--- config.mk ---
export PLATFORM = sky130hd
export DESIGN_NAME = intr_sys
export DESIGN_NICKNAME = d
export VERILOG_FILES = /design/src/common/intr_pkg.sv /design/src/logic/mask_reg.sv /design/src/logic/req_slice.sv /design/src/logic/chan_ack.sv /design/src/intr/intr_ctl.sv /design/src/intr/intr_sys.sv
export SDC_FILE = /design/constraint.sdc
export NUM_CORES = 1
export LEC_CHECK = 0
export ABC_AREA = 1
export BUFFER_PORTS_ARGS = -buffer_cell sky130_fd_sc_hd__buf_2
export CELL_PAD_IN_SITES_DETAIL_PLACEMENT = 0
export CELL_PAD_IN_SITES_GLOBAL_PLACEMENT = 1
export CORE_MARGIN = 5
export CORE_UTILIZATION = 38
export DETAILED_ROUTE_END_ITERATION = 8
export GPL_TIMING_DRIVEN = 0
export PLACE_DENSITY = 0.92
export SLEW_MARGIN = 10
export SYNTH_ARGS = -nofsm -noshare
export SYNTH_HDL_FRONTEND = slang
export SYNTH_SLANG_ARGS = --single-unit
--- constraint.sdc ---
create_clock -name __clk -period 1.8 [get_ports __clk]
set_input_delay 0.36 -clock __clk [delete_from_list [all_inputs] [get_ports __clk]]
set_output_delay 0.36 -clock __clk [all_outputs]
set_load 0.02 [all_outputs]
--- src/common/intr_pkg.sv ---
package intr_pkg;

	// slice and bus sizes
	localparam int num_irq = 32;
	localparam int num_mask = 10;
	localparam int word_w = 16;
	localparam int chan_count = 16; // channel interrupts from the system bus

	// request slice index of each source, lower index wins
	localparam int irq_nmi = 0; // power out
	localparam int irq_parity = 1; // memory parity error
	localparam int irq_nomem = 2;
	localparam int irq_cpu_hi = 3; // other CPU, high priority
	localparam int irq_ifpwr = 4; // interface power out
	localparam int irq_timer = 5;
	localparam int irq_illegal = 6; // illegal instruction
	localparam int irq_fi0 = 7; // fixed point div overflow
	localparam int irq_fi1 = 8; // float underflow
	localparam int irq_fi2 = 9; // float overflow
	localparam int irq_fi3 = 10; // div by zero, float error
	// index 11 has no source
	localparam int irq_chan0 = 12; // first of the channel slices
	localparam int irq_oprq = 28; // operator request
	localparam int irq_cpu_lo = 29; // other CPU, low priority
	localparam int irq_soft_hi = 30;
	localparam int irq_soft_lo = 31;

	// last slice under each mask bit
	// slice 0 sits in front of group 0 and ignores the mask
	localparam int mask_group_last [0:num_mask-1] = '{
		1, 2, 3, 4, // one slice per bit
		11,
		13,
		15,
		21,
		27,
		31
	};

endpackage

--- src/logic/mask_reg.sv ---
module mask_reg(
	input logic __clk,
	input logic rst_n,
	input logic clr, // master clear
	input logic load, // mask load from the internal bus
	input logic enter, // cycle after interrupt entry
	input logic [0:intr_pkg::num_mask-1] w,
	input logic [0:intr_pkg::num_mask-1] zi, // chain grant at each group end
	output logic [0:intr_pkg::num_mask-1] rs
);

	// mask update, one edge after the enable
	always_ff @(posedge __clk) begin
		if (!rst_n || clr) begin
			rs <= '0;
		end else if (load) begin
			rs <= w; // straight copy of w[0:9]
		end else if (enter) begin
			// chain is broken at the serviced slice
			// so its group and every later group drop out
			rs <= rs & zi;
		end
	end

endmodule

--- src/logic/req_slice.sv ---
module req_slice(
	input logic __clk,
	input logic rst_n,
	input logic imask, // mask gate for this slice
	input logic irq_in, // source, already a clock-domain level
	input logic w_set, // software value from w
	input logic rz_clk, // software load enable
	input logic rz_rst, // group clear
	input logic rp_clk, // interrupt entry
	input logic prio_in, // chain from the higher priority neighbour
	output logic rz,
	output logic sz,
	output logic rp,
	output logic prio_out
);

	logic rp_new; // service bit loaded on the last edge

	assign sz = rz & imask; // pending and unmasked
	assign prio_out = prio_in & ~sz; // chain stops at the first pending slice

	// request bit
	always_ff @(posedge __clk) begin
		if (!rst_n || rz_rst) begin
			rz <= 1'b0;
		end else if (rp && rp_new) begin
			rz <= 1'b0; // taken into service
		end else if (rz_clk) begin
			rz <= w_set | irq_in; // software write replaces the bit
		end else if (irq_in) begin
			rz <= 1'b1;
		end
	end

	// service bit
	always_ff @(posedge __clk) begin
		if (!rst_n) begin
			rp <= 1'b0;
			rp_new <= 1'b0;
		end else begin
			rp_new <= rp_clk;
			if (rp_clk)
				rp <= prio_in & sz; // only the chain winner catches a one
		end
	end

endmodule

--- src/logic/chan_ack.sv ---
module chan_ack #(
	parameter int dok_dly_ticks = 3,
	parameter int dok_ticks = 4
) (
	input logic __clk,
	input logic rst_n,
	input logic rin, // bus request, held by the requester
	input logic [0:intr_pkg::word_w-1] rdt,
	input logic zgpn_, // high when channel interrupts are accepted
	output logic dok,
	output logic cpu_hi,
	output logic cpu_lo,
	output logic [0:intr_pkg::chan_count-1] chan_req
);

	import intr_pkg::*;

	localparam int dly_w = $clog2(dok_dly_ticks + 1);
	localparam int win_w = $clog2(dok_ticks + 1);

	logic [dly_w-1:0] dly_cnt; // settle time of rin
	logic [win_w-1:0] win_cnt; // one-shot, counts down
	logic fire; // delay elapses on this edge
	logic win; // one-shot window open
	logic is_chan; // case A, channel interrupt
	logic is_cpu; // case B, other CPU
	logic ans; // answer flip-flop
	logic [3:0] chan_sel;

	assign is_chan = ~rdt[15] & zgpn_;
	assign is_cpu = rdt[15];
	assign chan_sel = rdt[11:14]; // channel number, rdt[11] is msb
	assign fire = rin && (dly_cnt == dly_w'(dok_dly_ticks - 1));
	assign win = (win_cnt != '0);

	// delay counter, restarts whenever rin falls
	always_ff @(posedge __clk) begin
		if (!rst_n || !rin) begin
			dly_cnt <= '0;
		end else if (dly_cnt != dly_w'(dok_dly_ticks)) begin
			dly_cnt <= dly_cnt + 1'b1; // saturates, so the window fires once
		end
	end

	// one-shot window
	always_ff @(posedge __clk) begin
		if (!rst_n || !rin) begin
			win_cnt <= '0;
		end else if (fire) begin
			win_cnt <= win_w'(dok_ticks);
		end else if (win) begin
			win_cnt <= win_cnt - 1'b1;
		end
	end

	// answer latched as the window closes
	always_ff @(posedge __clk) begin
		if (!rst_n || !rin) begin
			ans <= 1'b0;
		end else if (win_cnt == win_w'(1)) begin
			ans <= is_chan | is_cpu; // a channel request with zgpn_ low gets none
		end
	end

	assign dok = rin & ans; // held until rin drops

	// other CPU, rdt[0] picks the priority
	assign cpu_hi = win & is_cpu & ~rdt[0];
	assign cpu_lo = win & is_cpu & rdt[0];

	// 4-to-16 decoder, enabled by the window
	always_comb begin
		for (int c = 0; c < chan_count; c++)
			chan_req[c] = win & is_chan & (chan_sel == 4'(c));
	end

endmodule

--- src/intr/intr_ctl.sv ---
module intr_ctl(
	input logic __clk,
	input logic rst_n,
	input logic strob1,
	input logic clm,
	// CPU states
	input logic k1,
	input logic i1,
	input logic i2,
	input logic i4,
	// CPU control
	input logic w_rm,
	input logic ck_rz_w,
	input logic zerrz,
	input logic przerw,
	input logic zer,
	input logic wx,
	input logic sin,
	input logic ir14,
	input logic ir15,
	input logic zw,
	// async sources
	input logic pout,
	input logic b_parz,
	input logic b_p0,
	input logic rpa,
	input logic zegar,
	input logic xi,
	input logic fi0,
	input logic fi1,
	input logic fi2,
	input logic fi3,
	input logic oprq,
	// from the bus side
	input logic cpu_hi,
	input logic cpu_lo,
	input logic [0:intr_pkg::chan_count-1] chan_req,
	input logic [0:intr_pkg::word_w-1] w,
	output logic irq,
	output logic przerw_z,
	output logic [0:intr_pkg::num_mask-1] rs,
	output logic [0:intr_pkg::word_w-1] bus_rz,
	output logic [0:intr_pkg::word_w-1] dad
);

	import intr_pkg::*;

	localparam int vec_w = $clog2(num_irq);

	logic soft_any; // software interrupt instruction
	logic soft_hi;
	logic soft_lo;
	logic ck_rzw; // software write of the request bits
	logic rst_rzw; // non-channel clear
	logic rst_rzz; // channel clear
	logic ez_rpz; // entry strobe
	logic enter_d; // one cycle after entry
	logic nk_ad; // channel number readout
	logic pzwi4; // vector readout
	logic chan_svc; // a channel slice is in service
	logic [0:num_irq-1] src, wset, rzclk, rzrst, imask;
	logic [0:num_irq-1] rz, sz, rp, prio_in, prio_out;
	logic [0:num_mask-1] zi;
	logic [vec_w-1:0] vec; // serviced slice number
	logic [vec_w-1:0] chan_vec;

	assign soft_any = wx & sin & strob1;
	assign soft_hi = soft_any & ir14;
	assign soft_lo = soft_any & ir15;
	assign ck_rzw = strob1 & ck_rz_w;
	assign rst_rzw = clm | zerrz;
	assign rst_rzz = clm | k1;
	assign ez_rpz = strob1 & i1 & przerw;

	// source per slice
	always_comb begin
		src = '0; // slice 11 stays idle
		src[irq_nmi] = pout;
		src[irq_parity] = b_parz;
		src[irq_nomem] = b_p0;
		src[irq_cpu_hi] = cpu_hi;
		src[irq_ifpwr] = rpa;
		src[irq_timer] = zegar;
		src[irq_illegal] = xi;
		src[irq_fi0] = fi0;
		src[irq_fi1] = fi1;
		src[irq_fi2] = fi2;
		src[irq_fi3] = fi3;
		for (int c = 0; c < chan_count; c++)
			src[irq_chan0 + c] = chan_req[c];
		src[irq_oprq] = oprq;
		src[irq_cpu_lo] = cpu_lo;
		src[irq_soft_hi] = soft_hi;
		src[irq_soft_lo] = soft_lo;
	end

	// software set values, channels cannot be written
	always_comb begin
		wset = '0;
		wset[0:irq_chan0-1] = w[0:irq_chan0-1];
		wset[irq_oprq:num_irq-1] = w[irq_chan0:word_w-1];
	end

	// per-slice load enable and clear
	always_comb begin
		for (int s = 0; s < num_irq; s++) begin
			if (s >= irq_chan0 && s < irq_chan0 + chan_count) begin
				rzclk[s] = 1'b0; // window pulses only
				rzrst[s] = rst_rzz;
			end else begin
				rzclk[s] = ck_rzw;
				rzrst[s] = rst_rzw;
			end
		end
		// soft interrupt with neither ir bit clears both soft slices
		rzrst[irq_soft_hi] = rst_rzw | (soft_any & ~ir14 & ~ir15);
		rzrst[irq_soft_lo] = rst_rzw | (soft_any & ~ir14 & ~ir15);
	end

	// rs expanded over the groups
	always_comb begin
		imask = '0;
		imask[irq_nmi] = 1'b1; // never masked
		for (int s = 1; s < num_irq; s++) begin
			for (int g = num_mask - 1; g >= 0; g--) begin
				if (s <= mask_group_last[g])
					imask[s] = rs[g]; // lowest fitting group wins
			end
		end
	end

	assign prio_in = {zer, prio_out[0:num_irq-2]};

	always_comb begin
		for (int g = 0; g < num_mask; g++)
			zi[g] = prio_out[mask_group_last[g]];
	end

	always_ff @(posedge __clk) begin
		if (!rst_n)
			enter_d <= 1'b0;
		else
			enter_d <= ez_rpz;
	end

	mask_reg u_mask(
		.__clk(__clk),
		.rst_n(rst_n),
		.clr(clm),
		.load(strob1 & w_rm),
		.enter(enter_d),
		.w(w[0:num_mask-1]),
		.zi(zi),
		.rs(rs)
	);

	for (genvar s = 0; s < num_irq; s++) begin : g_slice
		req_slice u_slice(
			.__clk(__clk),
			.rst_n(rst_n),
			.imask(imask[s]),
			.irq_in(src[s]),
			.w_set(wset[s]),
			.rz_clk(rzclk[s]),
			.rz_rst(rzrst[s]),
			.rp_clk(ez_rpz),
			.prio_in(prio_in[s]),
			.rz(rz[s]),
			.sz(sz[s]),
			.rp(rp[s]),
			.prio_out(prio_out[s])
		);
	end

	assign irq = |sz;
	assign przerw_z = zi[8] & ~zi[4];
	assign bus_rz = {rz[0:irq_chan0-1], rz[irq_oprq:num_irq-1]}; // no channel bits

	// binary number of the serviced slice, at most one rp set
	always_comb begin
		vec = '0;
		for (int s = 0; s < num_irq; s++)
			if (rp[s])
				vec = vec | vec_w'(s);
	end

	assign chan_vec = vec - vec_w'(irq_chan0);
	assign chan_svc = |rp[irq_chan0:irq_chan0+chan_count-1];
	assign nk_ad = i2 & zw;
	assign pzwi4 = przerw & zw & i4;

	// address bus drive during acknowledge
	always_comb begin
		dad = '0;
		if (pzwi4)
			dad[11:15] = vec; // vector number
		if (nk_ad) begin
			dad[4] = 1'b1;
			if (chan_svc)
				dad[11:14] = dad[11:14] | chan_vec[3:0]; // channel number
		end
	end

endmodule

--- src/intr/intr_sys.sv ---
module intr_sys #(
	parameter int dok_dly_ticks = 3, // rin settle time
	parameter int dok_ticks = 4 // acceptance window
) (
	input logic __clk,
	input logic rst_n,
	input logic strob1,
	input logic k1,
	input logic i1,
	input logic i2,
	input logic i4,
	input logic w_rm,
	input logic ck_rz_w,
	input logic zerrz,
	input logic przerw,
	input logic zer,
	input logic wx,
	input logic sin,
	input logic ir14,
	input logic ir15,
	input logic zw,
	input logic zgpn_,
	input logic clm,
	input logic pout,
	input logic b_parz,
	input logic b_p0,
	input logic rpa,
	input logic zegar,
	input logic xi,
	input logic fi0,
	input logic fi1,
	input logic fi2,
	input logic fi3,
	input logic oprq,
	input logic [0:intr_pkg::word_w-1] w,
	input logic rin,
	input logic [0:intr_pkg::word_w-1] rdt,
	output logic irq,
	output logic przerw_z,
	output logic [0:intr_pkg::num_mask-1] rs,
	output logic [0:intr_pkg::word_w-1] bus_rz,
	output logic dok,
	output logic [0:intr_pkg::word_w-1] dad
);

	import intr_pkg::*;

	logic cpu_hi, cpu_lo;
	logic [0:chan_count-1] chan_req; // window level per channel

	intr_ctl u_ctl(
		.__clk(__clk), .rst_n(rst_n), .strob1(strob1), .clm(clm),
		.k1(k1), .i1(i1), .i2(i2), .i4(i4),
		.w_rm(w_rm), .ck_rz_w(ck_rz_w), .zerrz(zerrz), .przerw(przerw),
		.zer(zer), .wx(wx), .sin(sin), .ir14(ir14), .ir15(ir15), .zw(zw),
		.pout(pout), .b_parz(b_parz), .b_p0(b_p0), .rpa(rpa),
		.zegar(zegar), .xi(xi), .fi0(fi0), .fi1(fi1), .fi2(fi2), .fi3(fi3),
		.oprq(oprq), .cpu_hi(cpu_hi), .cpu_lo(cpu_lo), .chan_req(chan_req),
		.w(w), .irq(irq), .przerw_z(przerw_z), .rs(rs), .bus_rz(bus_rz),
		.dad(dad)
	);

	chan_ack #(
		.dok_dly_ticks(dok_dly_ticks),
		.dok_ticks(dok_ticks)
	) u_ack(
		.__clk(__clk),
		.rst_n(rst_n),
		.rin(rin),
		.rdt(rdt),
		.zgpn_(zgpn_),
		.dok(dok),
		.cpu_hi(cpu_hi),
		.cpu_lo(cpu_lo),
		.chan_req(chan_req)
	);

endmodule

==> out/metrics.yaml, run 1 <==
clk_pin_slew_ns: 0.09
critPathLaunchType: "flip-flop"
min_to: "u_ctl.g_slice[2].u_slice.rz"
cts_max_level: 3
place_inst: 785
utilization_pct: 53.0
holdWs_ns: 0.235
ant_nets: 0
synth_most_common_cell: "nand2_1"
skew_ns: 0.0126
crit_cells: 7
violations: "setup timing"
ir_worst_vdd_mv: 0.388
synth.distinct_cells: 43
synth.top_cells.by_count: "96 x nand2_1, 81 x dfxtp_1, 58 x inv_1"
p_leak_nw: 2.80
placementRows: 38
place.gp.congestion: 0.938
worstSetupPathType: "flip-flop to output port"
avgRoutedWirePerCell_um: 17.7
root_buffer: "clkbuf_8"
fin_crit_sh_pct: 118
fp.dieH_um: 115
die_x_um: 115
avgSynthCellArea_um2: 7.64
grt_pass1_wl_um: 22300
cts_buffers: 9
nets: 751
ys_ff_latch: 81
seq_area_frac_synth_pct: 38.6
area_growth_pct: 36.9
yosysTopAreaCell: "dfxtp_1"
synth.top_cell.area_share_pct: 38.6
final_area_um2: 5750
coreArea_um2: 10800
whs_path_depth: 3
vias_per_cell: 5.45
finalHoldViolations: 0
synth-warning-count: 0
placed_area_um2: 4840
rr_startpoint: "u_ctl.u_mask.rs[4]"
fin_cells: 828
num_antenna_cells: 0
tightestPinTransition_ns: 0.664
synth_top_family_by_area: "simple AND/OR/NAND/NOR gates"
overflow: 0
route.vias.total: 4514
drive_above_1_share_pct: 39.7
power_density_nw_per_um2: 668
wl_um: 14600
grt_pass1_vias: 4397
dieArea_um2: 13200
setup_viol: 6
clkSinkCount: 81
ff2ff_path_depth: 13
min_from: "b_p0"
crit_chain: "nor4_4, nand4_1, o21ai_2, inv_1, nand2_1, o21ai_1, buf_2"
slew-limit-headroom_pct: 55.7
synth_compound_area_share_pct: 21.3
tns_ns: -1.48
fmax_ghz: 0.469
clock_latency_ns: 0.37
synth_simple_gate_area_share_pct: 23.9
synth_xor_area_share_pct: 0.209
cts_buffer_depth: 2
post-place-ws_ns: -0.253
num-fill-cells: 1045
synth_cells: 549
synthAdderAreaFrac_pct: 1.49
r2r-end: "u_ctl.u_mask.rs[9]"
worst_path_largest_cell_delay_ns: 0.36
r2r_slack_ns: 0
finalPower_mw: 3.84
drv_cap: 0
status: "finished with violations"
synth_edf_count: 0
holdCritPathClass: "input pin to flip-flop"
finalWorstPathRequiredPeriod_ns: 2.13
grt_use_total_pct: 21.4
dp_hpwl_um: 10600
end_kind: "output port"
ios: 108
dr.pass1.iters: 5
grt_antenna_before_repair: 0
synth_area_leaders: "dfxtp_1 39%, nand2_1 8.6%, buf_4 6.8%"
drt_iter0_drc: 394
crit_family: "simple AND/OR/NAND/NOR gates"
async_reset_ff_share_pct: 0
port_buffers: 86
drv_slew: 0
worst_ep_required_time_ns: 1.44
initial_core_util_pct: 38.7
grt_max_degree: 14
synth_mux_area_share_pct: 0
crit_slowest_cell: "dfxtp_4"
timing.final.ws_setup_ns: -0.331
synth_ff_type: "dfxtp_1"
worst_ep_arrival_time_ns: 1.77
syn_area_um2: 4200
crit_buf_inv: 2
rsz0062_at_grt: "yes"
critPathMaxFanout: 4
drc: 0
cts_tree: "yes"
-- state kept, by name (all words and copies together) (netlist names) --
register,count
u_ack.dly_cnt,2
u_ctl.u_mask.rs,10
u_ctl.g_slice.u_slice.rp_new,1
u_ack.win_cnt,3
u_ack.ans,1
u_ctl.g_slice.u_slice.rp,32
u_ctl.g_slice.u_slice.rz,32
-- tightest hold or removal path, delay by kind of cell --
family / cells / cell delay [ns]
AOI/OAI and AO/OA: 1 / 0.06
buffers and inverters: 2 / 0.13
-- per-layer routing --
metal  GRT usage, %  up-vias  wire [um]
li1               -     2147          -
met1           27.9     2112       6140
met2           35.5      213       7090
met3           4.42       42        970
met4           6.89        0        420
met5              0        -          0
-- cells in the final DEF (no fill, tap or decap), types with 3 or more instances in the layout --
cell and n:
o211ai_1 3, nand2_4 17, nor4_1 3, ha_1 4, o31ai_1 4, dfxtp_1 64
nand3_2 8, buf_6 5, nand3b_1 3, o22ai_1 18, nor3_1 10, conb_1 11
nor4_4 3, nor3_2 4, a31oi_1 4, inv_1 51, o21ai_0 11, a32o_1 3
nand4_1 12, buf_2 85, a211oi_1 19, nor3_4 4, dfxtp_4 6, nand3_1 16
buf_4 64, nand2_1 77, clkbuf_1 10, o21ai_2 3, nor2_2 6, inv_2 10
o41ai_1 10, nor2_4 14, a221oi_1 13, nand2_2 7, nor2_1 25, clkbuf_8 11
dfxtp_2 11, a21oi_1 32
-- cell families after synthesis --
kind of cell	count (synthesis)
simple gates	213
compound gates	132
xor+xnor	1
other cells	1
buf+inv	116
flops	81
fa+ha+maj	5
-- layout make-up --
cell class	instances	area, um2	share of cell area (%)
plain buffers	53	353	6.14
clock buffers	12	155	2.70
clock inverters	4	51.3	0.893
inverters	62	235	4.09
multi-input cells	362	2430	42.2
flip-flops and latches	81	1660	28.9
well taps	140	175	3.05
repair buffers	114	691	12.0
-- worst max path at each step --
stage / startpoint / endpoint / slack, ns
CTS: u_ctl.g_slice[18].u_slice.rp / dad[13] / -0.34
floorplan: u_ctl.g_slice[14].u_slice.rp / dad[11] / 0.04
global route: u_ctl.g_slice[18].u_slice.rp / dad[11] / -0.43
detailed placement: u_ctl.g_slice[19].u_slice.rp / dad[13] / -0.25
finish: u_ctl.g_slice[18].u_slice.rp / dad[13] / -0.33
global placement: u_ctl.g_slice[14].u_slice.rp / dad[11] / -0.23
-- repair_timing --
action                                  4_1_cts  5_1_grt
gates resized for setup                      66       69
buffers inserted                             14       16
endpoints found under the hold margin         0        0
endpoints found under the setup margin       23       40
pin swaps                                    16       26
hold buffers                                  0        0
-- power by group --
| group | internal [mW] | leakage, nW | switching, mW |
|---|---|---|---|
| registers | 1.81 | 0.666 | 0.0345 |
| clock network | 0.718 | 0.103 | 0.696 |
| logic | 0.227 | 2.03 | 0.352 |
| total | 2.76 | 2.80 | 1.08 |
No activity file was read; power rests on OpenSTA's default activity.
==> inputs of run 2 (changes only) <==
==> constraint.sdc (replaced) <==
create_clock -name __clk -period 1.8 [get_ports __clk]
set_input_delay 0.18 -clock __clk [delete_from_list [all_inputs] [get_ports __clk]]
set_output_delay 0.18 -clock __clk [all_outputs]
set_load 0.02 [all_outputs]
==> out/metrics.yaml, run 2 (synthesis gave the netlist of run 1 again) <==
status: "finished with violations"
violations: "setup timing"
crit_chain: "nor2_4, nand3_2, nor4_4, xor2_1, o22ai_1, buf_4"
drt_iter0_drc: 370  # -6.1%
pwr-share-comb_pct: 12.4  # -2.7 points
finalWorstPathRequiredPeriod_ns: 2.00  # -0.135 ns
min_to: "u_ctl.g_slice[7].u_slice.rz"
tightestPinTransition_ns: 0.640  # -0.0247 ns
worst_ep_arrival_time_ns: 1.82  # +0.05 ns
grt_pass1_wl_um: 21900  # -2.0%
drv_cap: 0  # unchanged
num_antenna_cells: 0  # unchanged
grt_pass1_vias: 4384  # -0.30%
final_cell_mix: "86 x buf_2, 84 x nand2_1, 67 x dfxtp_1"
dieArea_um2: 13200  # unchanged
vias_per_cell: 5.58  # +2.4%
drc: 0  # unchanged
timing.final.ws_setup_ns: -0.196  # +0.135 ns
nets: 743  # -1.1%
wl_um: 14200  # -2.6%
coreArea_um2: 10800  # unchanged
worst_ep_required_time_ns: 1.62  # +0.18 ns
fp.dieH_um: 115  # unchanged
dr.pass1.iters: 5  # unchanged
r2r-end: "u_ctl.u_mask.rs[9]"
route.vias.total: 4576  # +1.4%
avgRoutedWirePerCell_um: 17.4  # -1.6%
ff2ff_path_depth: 13  # unchanged
clkPwrFrac_pct: 44.6  # +7.8 points
crit_start: "u_ctl.g_slice[23].u_slice.rp"
critPathLaunchType: "flip-flop"
clock_latency_ns: 0.36  # about the same
final_common_cell: "buf_2"
overflow: 0  # unchanged
drive_above_1_share_pct: 37.5  # -2.2 points
finalHoldViolations: 0  # unchanged
power.net_switching_mw: 1.08  # -0.52%
placementRows: 38  # unchanged
cts_buffer_depth: 2  # unchanged
end_kind: "output port"
worstSetupPathType: "flip-flop to output port"
worst_path_largest_cell_delay_ns: 0.37  # about the same
min_from: "fi0"
finalPower_mw: 4.29  # +12%
grt_max_degree: 15  # +1
grt_antenna_before_repair: 0  # unchanged
p_int_mw: 3.21  # +16%
dp_hpwl_um: 10600  # +0.10%
initial_core_util_pct: 38.7  # unchanged
slew-limit-headroom_pct: 57.4  # +1.6 points
grt_use_total_pct: 20.7  # -0.65 points
reg_top3: "u_ctl.g_slice.u_slice.rp (32), u_ctl.g_slice.u_slice.rz (32), u_ctl.u_mask.rs (10)"
skew_ns: 0.0118  # -0.000814 ns
port_buffers: 86  # unchanged
p_leak_nw: 2.69  # -3.7%
crit_slowest_cell: "dfxtp_2"
root_buffer: "clkbuf_8"
post-place-ws_ns: -0.227  # +0.0260 ns
rsz0062_at_grt: "yes"
r2r_slack_ns: 0.01  # about the same
fin_crit_sh_pct: 111  # -7.5 points
ir_worst_vdd_mv: 0.463  # +19%
cts_max_level: 3  # unchanged
tns_ns: -0.588  # +0.893 ns
power_density_nw_per_um2: 761  # +14%
place.gp.congestion: 0.897  # -4.4%
cts_buffers: 9  # unchanged
drv_slew: 0  # unchanged
ios: 108  # unchanged
whs_path_depth: 3  # unchanged
critPathMaxFanout: 4  # unchanged
area_growth_pct: 34.4
ant_nets: 0  # unchanged
setup_viol: 5  # -1
holdCritPathClass: "input pin to flip-flop"
fmax_ghz: 0.501  # +6.8%
p_seq_share_pct: 43.0  # -5.1 points
clkSinkCount: 81  # unchanged
clk_pin_slew_ns: 0.09  # about the same
utilization_pct: 52.0  # -0.97 points
die_x_um: 115  # unchanged
p_sw_share_pct: 25.1  # -3.1 points
rr_startpoint: "u_ctl.u_mask.rs[4]"
cts_tree: "yes"
run 2: cell types whose count changed in the layout (fill, tap and decap cells not counted), moves of 2 or more:
cell       delta
nand2_1       +7
buf_4         -7
dfxtp_2       -2
nand2_4      -11
bufinv_16     +4
nand2_2       +5
nor2_1        -2
inv_1         +4
inv_2         -4
dfxtp_1       +3
clkbuf_8      -2
nor2_2        +3
buf_12        -2
run 2: stage by stage:
stage,area [um2],hold slack (ns),instances
CTS,5370,0.0645,807
detailed placement,4840,0.429,785
finish,5640,0.0622,820
global placement,4840,0.431,785
floorplan,4230,0.322,559
global route,5640,0.0626,820
run 2: power by group through the flow:
| stage | Combinational [mW] | Sequential (mW) | Clock (mW) |
|---|---|---|---|
| after floorplan | 0.309 | 1.88 | 0 |
| final | 0.530 | 1.85 | 1.91 |
| after global routing | 0.573 | 1.85 | 1.98 |
| after detailed placement | 0.488 | 1.89 | 0 |
| after CTS | 0.495 | 1.85 | 1.91 |
| after global placement | 0.479 | 1.89 | 0 |
run 2: what timing repair did:
action                     in CTS  in global routing
setup endpoints to repair      20                 37
hold buffers                    0                  0
buffers inserted                7                 13
pin swaps                      15                 23
gates resized for setup        61                 46
run 2: worst max-delay path by stage:
stage	slack, ns	end
after floorplan	0.12	dad[12]
after detailed placement	-0.23	dad[11]
after global placement	-0.15	dad[11]
after CTS	-0.15	dad[13]
after global routing	-0.24	dad[11]
final	-0.20	dad[11]
run 2: cell type report:
class	instances	area, um2
plain buffers	53	353
repair buffers	106	603
clock inverters	7	166
fillers	1027	5200
well taps	140	175
multi-input cells	362	2330
clock buffers	9	124
flip-flops and latches	81	1650
inverters	62	235
run 2: worst max-delay path: cells and delay by family, from the launching register on:
family / cells / cell delay [ns]
AO/OA/AOI/OAI: 1 / 0.10
XOR/XNOR: 1 / 0.20
buffers and inverters: 1 / 0.17
flip-flops: 1 / 0.37
AND/OR/NAND/NOR: 3 / 0.61
run 2: per-layer routing:
layer / track usage (%) / wire length [um] / share of wire (%)
met5: 0 / 0 / 0
met4: 8.37 / 412 / 2.9
met3: 2.68 / 960 / 6.7
met2: 34.5 / 7010 / 49
met1: 27.2 / 5860 / 41
==> inputs of run 3 (changes only) <==
--- a/constraint.sdc
+++ b/constraint.sdc
@@ -3,2 +3,2 @@
 set_output_delay 0.18 -clock __clk [all_outputs]
-set_load 0.02 [all_outputs]
+set_load 0.1 [all_outputs]
==> out/metrics.yaml, run 3 (synthesis gave the netlist of run 1 again) <==
final_cell_mix: "83 x buf_2, 77 x nand2_1, 63 x dfxtp_1"
holdCritPathClass: "input pin to flip-flop"
dr.pass1.iters: 5  # unchanged
dp_hpwl_um: 10800  # +1.8%
fin_cells: 820  # unchanged
ir_worst_vdd_mv: 0.428  # -7.5%
nets: 743  # unchanged
drv_slew: 0  # unchanged
initial_core_util_pct: 38.7  # unchanged
placementRows: 38  # unchanged
reg_top3: "u_ctl.g_slice.u_slice.rp (32), u_ctl.g_slice.u_slice.rz (32), u_ctl.u_mask.rs (10)"
finalWorstPathRequiredPeriod_ns: 2.07  # +0.0749 ns
final_common_cell: "buf_2"
worstSetupPathType: "flip-flop to output port"
p_leak_nw: 2.68  # -0.28%
grt_use_total_pct: 21.8  # +1.1 points
finalHoldViolations: 0  # unchanged
drv_cap: 0  # unchanged
clock_latency_ns: 0.36  # about the same
rsz0062_at_grt: "yes"
status: "finished with violations"
setup_viol: 5  # unchanged
place_inst: 785  # unchanged
hold_buffers: 0  # unchanged
grt_pass1_vias: 4542  # +3.6%
slew-limit-headroom_pct: 55.0  # -2.4 points
port_buffers: 86  # unchanged
tns_ns: -1.05  # -0.458 ns
drc: 0  # unchanged
vias_per_cell: 5.41  # -3.0%
grt_max_degree: 14  # -1
skew_ns: 0.00835  # -0.00347 ns
drive_above_1_share_pct: 40.6  # +3.1 points
fp.dieH_um: 115  # unchanged
multi_input_area_um2: 2410  # +3.5%
coreArea_um2: 10800  # unchanged
wl_um: 14500  # +1.9%
num_antenna_cells: 0  # unchanged
fmax_ghz: 0.483  # -3.6%
root_buffer: "clkbuf_8"
grt_antenna_before_repair: 0  # unchanged
clkSinkCount: 81  # unchanged
utilization_pct: 52.5  # +0.43 points
route.vias.total: 4438  # -3.0%
cts_tree: "yes"
area_growth_pct: 35.5
power_density_nw_per_um2: 685  # -10%
grt_pass1_wl_um: 22900  # +4.7%
avgRoutedWirePerCell_um: 17.7  # +1.9%
drt_iter0_drc: 295  # -20%
holdWs_ns: 0.0611  # -0.00114 ns
post-place-ws_ns: -0.349  # -0.122 ns
ant_nets: 0  # unchanged
cts_buffer_depth: 2  # unchanged
worst_ep_required_time_ns: 1.62  # about the same
fin_crit_sh_pct: 115  # +4.2 points
overflow: 0  # unchanged
cts_buffers: 9  # unchanged
regArea_um2: 1650  # +0.15%
ios: 108  # unchanged
violations: "setup timing"
place.gp.congestion: 0.892  # -0.60%
dieArea_um2: 13200  # unchanged
tightestPinTransition_ns: 0.675  # +0.0354 ns
num-fill-cells: 1057  # +2.9%
clk_pin_slew_ns: 0.09  # about the same
cts_max_level: 3  # unchanged
worst_ep_arrival_time_ns: 1.89  # +0.07 ns
critPathLaunchType: "flip-flop"
end_kind: "output port"
critPathMaxFanout: 4  # unchanged
die_x_um: 115  # unchanged
timing.final.ws_setup_ns: -0.271  # -0.0749 ns
-- run 3: cell count changes in the layout (fill, tap and decap cells not counted), sizes merged --
cell and change:
clkbuf +3, clkinvlp +2, bufinv -5
-- run 3: area by class of cell --
class | count | area share [%]
well taps | 140 | 3.08
clock inverters | 4 | 0.484
multi-input cells | 362 | 42.4
repair buffers | 106 | 11.8
inverters | 62 | 4.14
clock buffers | 12 | 2.73
flip-flops and latches | 81 | 29.1
plain buffers | 53 | 6.20
-- run 3: metrics by stage --
stage | instance area, um2 | power (mW)
floorplan | 4290 | 2.42
detailed placement | 4900 | 2.61
global placement | 4900 | 2.60
CTS | 5430 | 3.87
global route | 5690 | 4.04
finish | 5690 | 3.89
-- run 3: metal layers --
| metal | routed length (um) | part of all wire (%) | GRT usage (%) |
|---|---|---|---|
| met1 | 5940 | 41 | 27.2 |
| met2 | 7170 | 49 | 35.6 |
| met3 | 1060 | 7.3 | 5.89 |
| met4 | 343 | 2.4 | 9.23 |
| met5 | 0 | 0 | 0 |
-- run 3: final timing paths --
kind | slack (ns) | to | depth (start not counted) | startpoint
hold / removal | 0.06 | u_ctl.g_slice[2].u_slice.rz | 3 | b_p0
hold reg to reg | 0.45 | u_ctl.g_slice[12].u_slice.rz | 1 | u_ctl.g_slice[12].u_slice.rp
setup / recovery | -0.27 | dad[11] | 6 | u_ctl.g_slice[19].u_slice.rp
setup reg to reg | 0.13 | u_ctl.g_slice[22].u_slice.rz | 9 | u_ack.win_cnt[0]
-- run 3: what timing repair did --
item / 4_1_cts / 5_1_grt
pin swaps: 20 / 24
setup endpoints to repair: 25 / 30
buffers inserted: 12 / 8
gates resized for setup: 69 / 63
-- run 3: critical path, stage by stage, from the launching register on --
cell and delay, ns:
dfxtp_2 0.36, nor4_4 0.29, nand4_1 0.24, buf_4 0.22
nor3_4 0.15, o22ai_4 0.10, buf_12 0.17
-- run 3: power breakdown --
part	internal (mW)	total [mW]	switching [mW]
Sequential	1.82	1.85	0.0333
Combinational	0.205	0.773	0.568
Clock	0.575	1.27	0.695
